`config.mk`:
```
export PLATFORM = sky130hd
export DESIGN_NAME = media_top
export DESIGN_NICKNAME = d
export VERILOG_FILES = /design/src/hw/media_pkg.sv /design/src/hw/media_top.sv /design/src/hw/mem_arbiter.sv /design/src/hw/rom_loader.sv /design/src/hw/tape_buffer.sv
export SDC_FILE = /design/constraint.sdc
export NUM_CORES = 1
export LEC_CHECK = 0
export BUFFER_PORTS_ARGS = -buffer_cell sky130_fd_sc_hd__buf_2
export CAP_MARGIN = 20
export CORE_MARGIN = 2
export CORE_UTILIZATION = 30
export DETAILED_ROUTE_END_ITERATION = 8
export PLACE_DENSITY = 0.5
export SLEW_MARGIN = 20
export SYNTH_ARGS = -nofsm -noshare
export SYNTH_HDL_FRONTEND = slang
export SYNTH_SLANG_ARGS = --single-unit
```
`constraint.sdc`:
```
create_clock -name clk_sys -period 6.1 [get_ports clk_sys]
set_clock_uncertainty 0.2 [all_clocks]
set_input_delay 0.305 -clock clk_sys [delete_from_list [all_inputs] [get_ports clk_sys]]
set_output_delay 0.305 -clock clk_sys [all_outputs]
set_load 0.03 [all_outputs]
```
`src/hw/media_pkg.sv`:
```
`default_nettype none

package media_pkg;

	//////////////////////////////
	// Widths with a meaning
	//////////////////////////////
	typedef logic [7:0]  byte_t;
	typedef logic [24:0] dl_addr_t;
	// Bank[24:23], page[22:14], in-page address[13:0]
	typedef logic [24:0] mem_addr_t;
	typedef logic [8:0]  page_t;
	typedef logic [22:0] tape_addr_t;
	typedef logic [1:0]  bank_t;

	// Bank codes
	localparam bank_t BANK_MODEL_A = 2'd0;
	localparam bank_t BANK_MODEL_B = 2'd1;
	localparam bank_t BANK_TAPE    = 2'd2;

	// Fixed system ROM pages
	localparam page_t PAGE_OS      = 9'h000;
	localparam page_t PAGE_BASIC   = 9'h100;
	localparam page_t PAGE_DISK    = 9'h107;
	localparam page_t PAGE_MONITOR = 9'h0FF;
	// Unused page for a bad extension
	localparam page_t PAGE_SPARE   = 9'h1EE;

	localparam byte_t TAPE_INDEX = 8'd4;

	//////////////////////////////
	// Memory slot timing
	//////////////////////////////
	localparam int SLOT_DIV = 8;
	localparam int SLOT_W   = $clog2(SLOT_DIV);
	typedef logic [SLOT_W-1:0] slot_cnt_t;
	localparam slot_cnt_t SLOT_LAST = slot_cnt_t'(SLOT_DIV - 1);
	// Winner is picked in the cycle before the slot
	localparam slot_cnt_t SLOT_PRE  = slot_cnt_t'(SLOT_DIV - 2);

	typedef struct packed {
		logic     wr;
		dl_addr_t addr;
		byte_t    data;
	} dl_t;

	typedef struct packed {
		mem_addr_t addr;
		byte_t     data;
		logic      we;
	} mem_req_t;

	typedef enum logic [1:0] {
		idle,
		grant_rom,
		grant_tape_wr,
		grant_tape_rd
	} arb_state_t;

endpackage

`default_nettype wire

```
`src/hw/media_top.sv`:
```
`timescale 1ns/10ps
`default_nettype none

module media_top import media_pkg::*; (
	input  logic         clk_sys,
	input  logic         reset,
	input  dl_t          dl,
	input  logic         download,
	input  byte_t        dl_index,
	input  logic [15:0]  dl_ext,
	output logic         dl_wait,
	input  logic         tape_req,
	input  logic         tape_rewind,
	output logic         tape_ack,
	output byte_t        tape_data,
	output logic         mem_strobe,
	output mem_req_t     mem_req,
	input  byte_t        mem_rdata,
	output logic [255:0] rom_map
);

	mem_req_t  rom_req;
	logic      rom_grant;
	mem_req_t  tape_wr_req;
	logic      tape_wr_pending;
	logic      tape_wr_grant;
	logic      tape_rd_pending;
	mem_addr_t tape_rd_addr;
	logic      tape_rd_done;

	// The host waits exactly while a ROM write is pending
	rom_loader rom_loader_i (
		.clk_sys     (clk_sys),
		.reset       (reset),
		.dl          (dl),
		.download    (download),
		.dl_index    (dl_index),
		.dl_ext      (dl_ext),
		.rom_pending (dl_wait),
		.rom_req     (rom_req),
		.rom_grant   (rom_grant),
		.rom_map     (rom_map)
	);

	tape_buffer tape_buffer_i (
		.clk_sys         (clk_sys),
		.reset           (reset),
		.dl              (dl),
		.download        (download),
		.dl_index        (dl_index),
		.tape_rewind     (tape_rewind),
		.tape_req        (tape_req),
		.tape_wr_pending (tape_wr_pending),
		.tape_wr_req     (tape_wr_req),
		.tape_wr_grant   (tape_wr_grant),
		.tape_rd_pending (tape_rd_pending),
		.tape_rd_addr    (tape_rd_addr),
		.tape_rd_done    (tape_rd_done),
		.mem_rdata       (mem_rdata),
		.tape_ack        (tape_ack),
		.tape_data       (tape_data)
	);

	mem_arbiter mem_arbiter_i (
		.clk_sys         (clk_sys),
		.reset           (reset),
		.rom_pending     (dl_wait),
		.rom_req         (rom_req),
		.tape_wr_pending (tape_wr_pending),
		.tape_wr_req     (tape_wr_req),
		.tape_rd_pending (tape_rd_pending),
		.tape_rd_addr    (tape_rd_addr),
		.rom_grant       (rom_grant),
		.tape_wr_grant   (tape_wr_grant),
		.tape_rd_done    (tape_rd_done),
		.mem_strobe      (mem_strobe),
		.mem_req         (mem_req)
	);

endmodule

`default_nettype wire

```
`src/hw/mem_arbiter.sv`:
```
`timescale 1ns/10ps
`default_nettype none

module mem_arbiter import media_pkg::*; (
	input  logic      clk_sys,
	input  logic      reset,
	input  logic      rom_pending,
	input  mem_req_t  rom_req,
	input  logic      tape_wr_pending,
	input  mem_req_t  tape_wr_req,
	input  logic      tape_rd_pending,
	input  mem_addr_t tape_rd_addr,
	output logic      rom_grant,
	output logic      tape_wr_grant,
	output logic      tape_rd_done,
	output logic      mem_strobe,
	output mem_req_t  mem_req
);

	slot_cnt_t  slot_cnt;
	arb_state_t state;
	arb_state_t state_next;
	logic       pre_slot;

	assign pre_slot = (slot_cnt == SLOT_PRE);

	// Winner is picked one cycle early so the strobe lands on the slot
	always_comb begin
		state_next = idle;
		if (pre_slot) begin
			if (rom_pending && rom_req.we)
				state_next = grant_rom;
			else if (tape_wr_pending)
				state_next = grant_tape_wr;
			else if (tape_rd_pending)
				state_next = grant_tape_rd;
		end
	end

	always_ff @(posedge clk_sys) begin
		if (reset) begin
			slot_cnt     <= '0;
			state        <= idle;
			tape_rd_done <= 1'b0;
		end else begin
			if (slot_cnt == SLOT_LAST)
				slot_cnt <= '0;
			else
				slot_cnt <= slot_cnt + slot_cnt_t'(1);
			state <= state_next;
			// fixed read latency of one cycle
			tape_rd_done <= (state == grant_tape_rd);
		end
	end

	//////////////////////////////
	// Memory port
	//////////////////////////////
	assign mem_strobe    = (state != idle);
	assign rom_grant     = (state == grant_rom);
	assign tape_wr_grant = (state == grant_tape_wr);

	always_comb begin
		case (state)
			grant_rom:     mem_req = rom_req;
			grant_tape_wr: mem_req = tape_wr_req;
			grant_tape_rd: begin
				mem_req.addr = tape_rd_addr;
				mem_req.data = '0;
				mem_req.we   = 1'b0;
			end
			default:       mem_req = '0;
		endcase
	end

endmodule

`default_nettype wire

```
`src/hw/rom_loader.sv`:
```
`timescale 1ns/10ps
`default_nettype none

module rom_loader import media_pkg::*; (
	input  logic         clk_sys,
	input  logic         reset,
	input  dl_t          dl,
	input  logic         download,
	input  byte_t        dl_index,
	input  logic [15:0]  dl_ext,
	output logic         rom_pending,
	output mem_req_t     rom_req,
	input  logic         rom_grant,
	output logic [255:0] rom_map
);

	// Returns {valid, value} for one hex character
	function automatic logic [4:0] hex_digit(input byte_t c);
		logic [4:0] r;
		r = 5'd0;
		if (c >= "0" && c <= "9")
			r = {1'b1, c[3:0]};
		else if (c >= "A" && c <= "F")
			r = {1'b1, c[3:0] + 4'd9};
		return r;
	endfunction

	logic        download_q;
	logic        rom_file;
	logic        exp_file;
	logic        rom_strobe;
	logic [4:0]  hi_dig;
	logic [4:0]  lo_dig;
	logic [10:0] seg;
	logic        seg_ok;
	page_t       exp_page;
	page_t       fix_page;
	bank_t       fix_bank;
	mem_addr_t   wr_addr;

	assign rom_file   = download && (dl_index != TAPE_INDEX);
	assign exp_file   = (dl_index != 8'd0) && (dl_index != TAPE_INDEX);
	assign rom_strobe = rom_file && dl.wr;
	assign hi_dig     = hex_digit(dl_ext[15:8]);
	assign lo_dig     = hex_digit(dl_ext[7:0]);

	// Only system ROM segments 0..7 are mapped
	assign seg      = dl.addr[24:14];
	assign seg_ok   = (seg < 11'd8);
	assign fix_bank = seg[2] ? BANK_MODEL_B : BANK_MODEL_A;

	always_comb begin
		case (seg[1:0])
			2'd0:    fix_page = PAGE_OS;
			2'd1:    fix_page = PAGE_BASIC;
			2'd2:    fix_page = PAGE_DISK;
			default: fix_page = PAGE_MONITOR;
		endcase
	end

	always_comb begin
		if (exp_file)
			wr_addr = {BANK_MODEL_A, exp_page + dl.addr[22:14], dl.addr[13:0]};
		else
			wr_addr = {fix_bank, fix_page, dl.addr[13:0]};
	end

	always_ff @(posedge clk_sys) begin
		if (reset)
			download_q <= 1'b0;
		else
			download_q <= download;
	end

	// Expansion page taken from the file extension at download start
	always_ff @(posedge clk_sys) begin
		if (download && !download_q && exp_file) begin
			if (dl_ext == "ZZ")
				exp_page <= '0;
			else if (hi_dig[4] && lo_dig[4])
				exp_page <= {1'b0, hi_dig[3:0], lo_dig[3:0]};
			else
				exp_page <= PAGE_SPARE;
		end
	end

	// we low marks a strobe that only holds the host for one cycle
	always_ff @(posedge clk_sys) begin
		if (rom_strobe) begin
			rom_req.addr <= wr_addr;
			rom_req.data <= dl.data;
			rom_req.we   <= exp_file || seg_ok;
		end
	end

	always_ff @(posedge clk_sys) begin
		if (reset) begin
			rom_pending <= 1'b0;
			rom_map     <= '0;
		end else begin
			if (rom_grant && rom_req.addr[22])
				rom_map[rom_req.addr[21:14]] <= 1'b1;
			if (rom_pending && (rom_grant || !rom_req.we))
				rom_pending <= 1'b0;
			if (rom_strobe)
				rom_pending <= 1'b1;
		end
	end

endmodule

`default_nettype wire

```
`src/hw/tape_buffer.sv`:
```
`timescale 1ns/10ps
`default_nettype none

module tape_buffer import media_pkg::*; (
	input  logic      clk_sys,
	input  logic      reset,
	input  dl_t       dl,
	input  logic      download,
	input  byte_t     dl_index,
	input  logic      tape_rewind,
	input  logic      tape_req,
	output logic      tape_wr_pending,
	output mem_req_t  tape_wr_req,
	input  logic      tape_wr_grant,
	output logic      tape_rd_pending,
	output mem_addr_t tape_rd_addr,
	input  logic      tape_rd_done,
	input  byte_t     mem_rdata,
	output logic      tape_ack,
	output byte_t     tape_data
);

	tape_addr_t last_addr;
	tape_addr_t play_addr;
	logic       tape_dl;
	logic       tape_strobe;

	assign tape_dl     = download && (dl_index == TAPE_INDEX);
	assign tape_strobe = tape_dl && dl.wr;

	// A fetch is open while the toggles differ
	assign tape_rd_pending = tape_req ^ tape_ack;
	assign tape_rd_addr    = {BANK_TAPE, play_addr};

	always_ff @(posedge clk_sys) begin
		if (tape_strobe) begin
			tape_wr_req.addr <= {BANK_TAPE, dl.addr[22:0]};
			tape_wr_req.data <= dl.data;
			tape_wr_req.we   <= 1'b1;
		end
	end

	always_ff @(posedge clk_sys) begin
		if (tape_rd_done)
			tape_data <= mem_rdata;
	end

	//////////////////////////////
	// Write tracking and playback
	//////////////////////////////
	always_ff @(posedge clk_sys) begin
		if (reset) begin
			tape_wr_pending <= 1'b0;
			last_addr       <= '0;
			play_addr       <= '0;
			tape_ack        <= 1'b0;
		end else begin
			if (tape_wr_grant)
				tape_wr_pending <= 1'b0;
			if (tape_strobe) begin
				tape_wr_pending <= 1'b1;
				last_addr       <= dl.addr[22:0];
			end

			if (tape_rd_done) begin
				tape_ack <= ~tape_ack;
				// stops on the last byte
				if (play_addr < last_addr)
					play_addr <= play_addr + tape_addr_t'(1);
			end

			// New file or rewind restarts from the top
			if (tape_dl || tape_rewind)
				play_addr <= '0;
		end
	end

endmodule

`default_nettype wire

```
==> results of run 1 <==
repair_timing:
| action | CTS | global route |
|---|---|---|
| endpoints found under the hold margin | 92 | 0 |
| hold buffers | 46 | 0 |
| buffers inserted | 0 | 0 |
routing by layer:
layer	routed length [µm]	up-vias
li1	-	6110
met1	22700	6038
met2	22700	372
met3	2580	79
met4	1760	0
met5	0	-
worst register-to-register path: cells and delay by family (launching register included):
family / cells / cell delay, ns
flops: 1 / 0.32
compound gates: 3 / 0.59
simple gates: 3 / 1.00
buf+inv: 2 / 0.42
fa+ha+maj: 1 / 0.33
cell usage after synthesis (22+ instances only):
| library cell | number |
|---|---|
| a21oi_1 | 315 |
| a22o_1 | 31 |
| clkbuf_1 | 75 |
| dfxtp_1 | 312 |
| edfxtp_1 | 81 |
| ha_1 | 44 |
| inv_1 | 33 |
| mux2_2 | 23 |
| nand2_1 | 77 |
| nor2_1 | 297 |
| nor3_1 | 22 |
layout make-up:
type / instances / area, µm²
multi-input combinational: 1000 / 5690
clock inverter: 18 / 249
tap: 664 / 831
fill: 4936 / 29300
sequential: 393 / 8680
antenna: 1 / 2.50
timing repair buffer: 447 / 2560
clock buffer: 63 / 1310
inverter: 34 / 129
power by group through the flow:
stage | Sequential, mW | Combinational (mW) | Clock [mW]
final | 2.69 | 0.213 | 2.80
after global routing | 2.69 | 0.234 | 2.97
after CTS | 2.69 | 0.214 | 2.87
after detailed placement | 2.75 | 0.189 | 0
after global placement | 2.75 | 0.186 | 0
after floorplan | 2.74 | 0.106 | 0
flip-flops by register name, indices dropped and copies added (netlist names):
register and flops:
rom_loader_i.download_q 1, rom_loader_i.rom_map 256, mem_arbiter_i.state 2, mem_arbiter_i.slot_cnt 3
tape_buffer_i.tape_ack 1, tape_buffer_i.play_addr 23, tape_buffer_i.last_addr 23, tape_buffer_i.tape_data 8
rom_loader_i.rom_pending 1, tape_buffer_i.tape_wr_pending 1, mem_arbiter_i.tape_rd_done 1, tape_buffer_i.tape_wr_req 31
rom_loader_i.rom_req 33, rom_loader_i.exp_page 9
per-stage QoR:
stage / cells / hold slack, ns / power [mW] / utilization, % / worst slack, ns
floorplan: 1520 / 0.204 / 2.85 / - / 3.28
global placement: 2492 / 0.242 / 2.93 / 35.7 / 2.71
detailed placement: 2492 / 0.247 / 2.94 / 35.7 / 2.64
CTS: 2619 / 0.0147 / 5.78 / 39.9 / 2.56
global route: 2620 / 0.0659 / 5.90 / 39.9 / 2.84
finish: 2620 / 0.0473 / 5.71 / 39.9 / 3.02
cells by family (layout without fill, tap and decap cells):
logic type | after synthesis | count (layout) | share of synthesized area (%)
xor gates and xnor gates | 14 | 14 | 0.831
DFF | 393 | 393 | 58.8
AOI/OAI and AO/OA | 404 | 404 | 15.3
and+or+nand+nor | 506 | 506 | 15.4
other | 0 | 1 | 0
muxes | 31 | 31 | 2.30
buffers and inverters | 127 | 562 | 3.53
adders and majority gates | 45 | 45 | 3.86
how the worst max path moves through the flow:
stage,start,to,slack (ns),cells after the start
after detailed placement,dl_index[5],tape_buffer_i.tape_wr_req[22]$_DFFE_PP_,2.64,6
final,mem_arbiter_i.state[1]$_SDFF_PP0_,mem_req[6],3.02,4
after global placement,dl_index[5],tape_buffer_i.tape_wr_req[20]$_DFFE_PP_,2.71,6
after global routing,mem_arbiter_i.state[1]$_SDFF_PP0_,mem_req[6],2.84,4
after floorplan,dl_index[5],rom_loader_i.rom_req[0]$_DFFE_PP_,3.28,3
after CTS,mem_arbiter_i.state[1]$_SDFF_PP0_,mem_req[6],2.56,4
==> flow_summary.toml, run 1 <==
[sta]
timing.slew.headroom_pct = 28.7
unrepaired_setup_endpoints_after_global_routing = "false"
final_hold_viol_count = 0
tightest_slew_ns = 1.07
fin_crit_ns = 3.08
report.final.slew_viol_count = 0
fin_tns_setup_ns = 0
final_clock_period_utilization_by_the_worst_path_pct = 50.5
fmax_ghz = 0.325
report.final.setup_viol = 0

[die]
placeableCoreArea_um2 = 48700
die_width_um = 226
design.die.area_um2 = 51000
initial_core_util_pct = 30.3
pin_count = 372
die_height_um = 226
fp-row-count = 81

[layout]
syn2layout_area_growth_pct = 31.7
stdcell_area_um2 = 19400
layout.nets = 2037
drive_above_1_share_pct = 27.1
final_common_cell = "buf_2"
layout.cells.most_common_list = "370 x buf_2, 314 x a21oi_1, 312 x dfxtp_1"

[clock_network]
cts_num_sinks = 393
clk_transition_reported_paths_ns = 0.06
cts_inserted_buffers = 45
clkLatencyLatePin_ns = 0.57
cts_tree = "built"
htree_num_levels = 2
cts_repair_resize_count = 0
cts-root-to-sink-buffers = 3
cts_root_buf = "clkbuf_16"

[global_routing]
grt_pass1_wl_um = 72700
top_usage_layer = "met2"
via_count_of_the_first_global_routing_pass = 11926
grt_antenna_before_repair = 1
global_route.usage.met1_pct = 25.3
grt_overflow = 0
grt_max_degree = 161
grt.total_usage_pct = 18.8
met3_usage_pct = 3.19
global_route.usage.met2_pct = 29.6

[power_and_ir_drop]
swShare_pct = 21.8
p_leak_nw = 8.17
seqPwrFrac_pct = 47.2
switch_pwr_mw = 1.25
p_comb_share_pct = 3.7
power_frac_clock_pct = 49.1
cellPowerDensity_nw_per_um2 = 294
cell_internal_pwr_mw = 4.46
peakVddDrop_v = 0.000209

[synthesis]
yosys_most_used_dff = "dfxtp_1"
synthesis.yosys.warnings = 0
mappedNetlistArea_um2 = 14800
ys_types = 57
synth_area_leader_cell = "dfxtp_1"
seq_area_frac_synth_pct = 58.8
synthArstFlopShare_pct = 0
synthCells = 1520
synth.area.top_cells = "dfxtp_1 42%, edfxtp_1 16%, a21oi_1 11%, nor2_1 7.6%, ha_1 3.7%"
synth-edff-count = 81
synth.top_cell.area_share_pct = 42.3
syn-mean-instance-area_um2 = 9.71
synthesis.nets = 1636
ys_ff_latch = 393

[placed_design]
dp_hpwl_um = 34000
placedInstanceArea_um2 = 17400
port_buffers = 371
place_congestion = 0.825

[route]
routed_wl_um = 49700
drt_via_density = 4.81
num_vias = 12599
detail_route.drc_violations = 0
detail_route.iter0.violations = 712
route.detailed.wl_per_inst_um = 19.0
drtPass1Iterations = 5
drtAntennaViolNets = 0

[setup_path]
critical_path_buffer_and_inverter_count = 2
rr_worst_depth = 9
critPathKind = "reg2out"
crit_chain = "buf_4 > nor2b_2 > a22o_1 > buf_2"
slowest_delay_ns = 0.62
reg2reg_setup_slack_ns = 3.15
critical-path-top-delay-family = "simple AND/OR/NAND/NOR gates"
critPathArrivalTime_ns = 2.57
rr_startpoint = "tape_buffer_i.last_addr[21]$_SDFFE_PP0P_"
timing.rr.end = "tape_buffer_i.play_addr[3]$_SDFFE_PP0P_"
startpoint_kind_of_the_worst_setup_timing_path = "flop"
worst_ep_required_time_ns = 5.59
crit_path_max_fanout = 18
cpMaxStageDelayCell = "nor2b_2"
setup.worst_path.end_class = "primary output"

[min_path]
min_to = "rom_loader_i.exp_page[3]$_SDFFCE_PP0P_"
hold_path_startpoint = "dl_ext[0]"
holdPathStages = 4
hp-class = "in2reg"

[job]
number_of_maximum_capacitance_constraint_violations = 0

[status]
status = "complete, no violations"
No activity file was read; power rests on OpenSTA's default activity.
==> run 2: changes to the inputs <==
clock period = 3.1 ns   (was 6.1 ns; I/O delays follow)
==> run 2 against run 1 <==
Critical path depth is 7 higher. Global-route usage is 0.097 points higher. Non-clock buffer count is 37 higher. Routed wire length is 0.48% higher. Setup slack worse by 2.8 ns. Total power is 93% higher. Design area is 1.5% higher. Largest power group is now registers. Count of clock-buffer cells in the layout is 6 lower. Via count is 0.88% higher.
==> flow_summary.toml, run 2 (synthesis results as in run 1) <==
[sta]
timing.slew.headroom_pct = 28.2
tightest_slew_ns = 1.08
final_clock_period_utilization_by_the_worst_path_pct = 93.9
report.final.slew_viol_count = 0
report.final.setup_viol = 0
unrepaired_setup_endpoints_after_global_routing = "false"
fin_crit_ns = 2.91
fin_tns_setup_ns = 0
fmax_ghz = 0.343
final_hold_viol_count = 0

[power_and_ir_drop]
cellPowerDensity_nw_per_um2 = 557
peakVddDrop_v = 0.000367
p_leak_nw = 8.29
power.total_mw = 11.0

[layout]
largest-register = "rom_loader_i.rom_map"
final_common_cell = "buf_2"
layout_top_registers = "rom_loader_i.rom_map: 256 flops, rom_loader_i.rom_req: 33 flops, tape_buffer_i.tape_wr_req: 31 flops"
filler_cell_count = 4933
drive_above_1_share_pct = 27.3
antennaDiodeCount = 0
syn2layout_area_growth_pct = 33.7
layout.cells.most_common_list = "370 x buf_2, 314 x a21oi_1, 312 x dfxtp_1"
layout.nets = 2074
largest_register_ffs = 256

[clock_network]
htree_num_levels = 2
cts_repair_resize_count = 0
cts_tree = "built"
clkLatencyLatePin_ns = 0.57
cts_num_sinks = 393
cts-root-to-sink-buffers = 3
postCtsSetupBuffers = 0
cts_inserted_buffers = 45
cts_root_buf = "clkbuf_16"
clk_transition_reported_paths_ns = 0.06

[min_path]
hp-class = "in2reg"

[die]
placeableCoreArea_um2 = 48700
pin_count = 372
initial_core_util_pct = 30.3
fp-row-count = 81
design.die.area_um2 = 51000
die_height_um = 226
die_width_um = 226

[setup_path]
critPathKind = "in2reg"
worst_ep_required_time_ns = 3.34
critPathArrivalTime_ns = 3.15
setup.worst_path.end_class = "flop"
startpoint_kind_of_the_worst_setup_timing_path = "input port"
crit_path_max_fanout = 6

[global_routing]
grt.total_usage_pct = 18.9
grt_pass1_wl_um = 73500
grt_antenna_before_repair = 0
grt_max_degree = 120
via_count_of_the_first_global_routing_pass = 11872
grt_overflow = 0

[placed_design]
port_buffers = 371
place_congestion = 0.775
dp_hpwl_um = 34500

[status]
status = "complete, no violations"

[route]
drt_via_density = 4.78
drtPass1Iterations = 7
drtAntennaViolNets = 0
routed_wl_um = 49900
num_vias = 12710
route.detailed.wl_per_inst_um = 18.8
detail_route.drc_violations = 0
detail_route.iter0.violations = 839

[job]
number_of_maximum_capacitance_constraint_violations = 0
## run 2: layout make-up
cell class	count	area, µm²	share of cell area, %
Inverter	34	128	0.647
Sequential cell	393	8680	44.0
Clock buffer	57	1220	6.19
Timing Repair Buffer	484	2970	15.0
Clock inverter	26	230	1.17
Tap cell	664	831	4.21
Multi-Input combinational cell	1000	5680	28.8
## run 2: through the flow
step / util, % / hold slack, ns / area [µm²] / setup slack [ns] / instances
after detailed placement: 36.1 / 0.136 / 17600 / 0.530 / 2507
after global placement: 35.9 / 0.132 / 17500 / 0.595 / 2504
after CTS: 40.5 / 0.0731 / 19700 / 0.250 / 2658
final: 40.5 / 0.100 / 19700 / 0.189 / 2658
after global routing: 40.5 / 0.100 / 19700 / 0.0504 / 2658
after floorplan: - / 0.0539 / 14800 / 0.432 / 1520
## run 2: final timing paths
kind | endpoint | slack [ns] | from | cells past startpoint
setup / recovery | rom_loader_i.exp_page[5]$_SDFFCE_PP0P_ | 0.19 | dl_ext[9] | 11
hold / removal | tape_buffer_i.tape_wr_pending$_SDFFE_PP0P_ | 0.10 | dl_index[1] | 5
setup reg to reg | tape_buffer_i.play_addr[21]$_SDFFE_PP0P_ | 0.48 | tape_buffer_i.play_addr[5]$_SDFFE_PP0P_ | 7
hold reg to reg | tape_buffer_i.last_addr[17]$_SDFFE_PP0P_ | 0.25 | tape_buffer_i.last_addr[17]$_SDFFE_PP0P_ | 2
## run 2: what timing repair did
action / in CTS / in global routing
hold endpoints to repair: 185 / 0
hold buffers: 68 / 0
setup endpoints to repair: 0 / 0
## run 2: metal layers
| metal | share of wire, % | global-route usage [%] |
|---|---|---|
| met1 | 46 | 25.7 |
| met2 | 47 | 30.7 |
| met3 | 4.9 | 3.36 |
| met4 | 2.1 | 4.91 |
| met5 | 0 | 0 |
## run 2: report_power, final
group / total, mW / internal (mW) / switching, mW
logic: 0.452 / 0.180 / 0.272
clock network: 5.25 / 3.06 / 2.19
registers: 5.30 / 5.26 / 0.0337
## run 2: worst max-delay path, stage by stage
cell           delay [ns]
dlygate4sd3_1        0.53
buf_2                0.15
inv_1                0.08
ha_1                 0.15
nand2b_1             0.09
o21ai_0              0.09
nor4_1               0.47
a22oi_1              0.13
dlygate4sd3_1        0.60
a21oi_1              0.15
dlygate4sd3_1        0.56
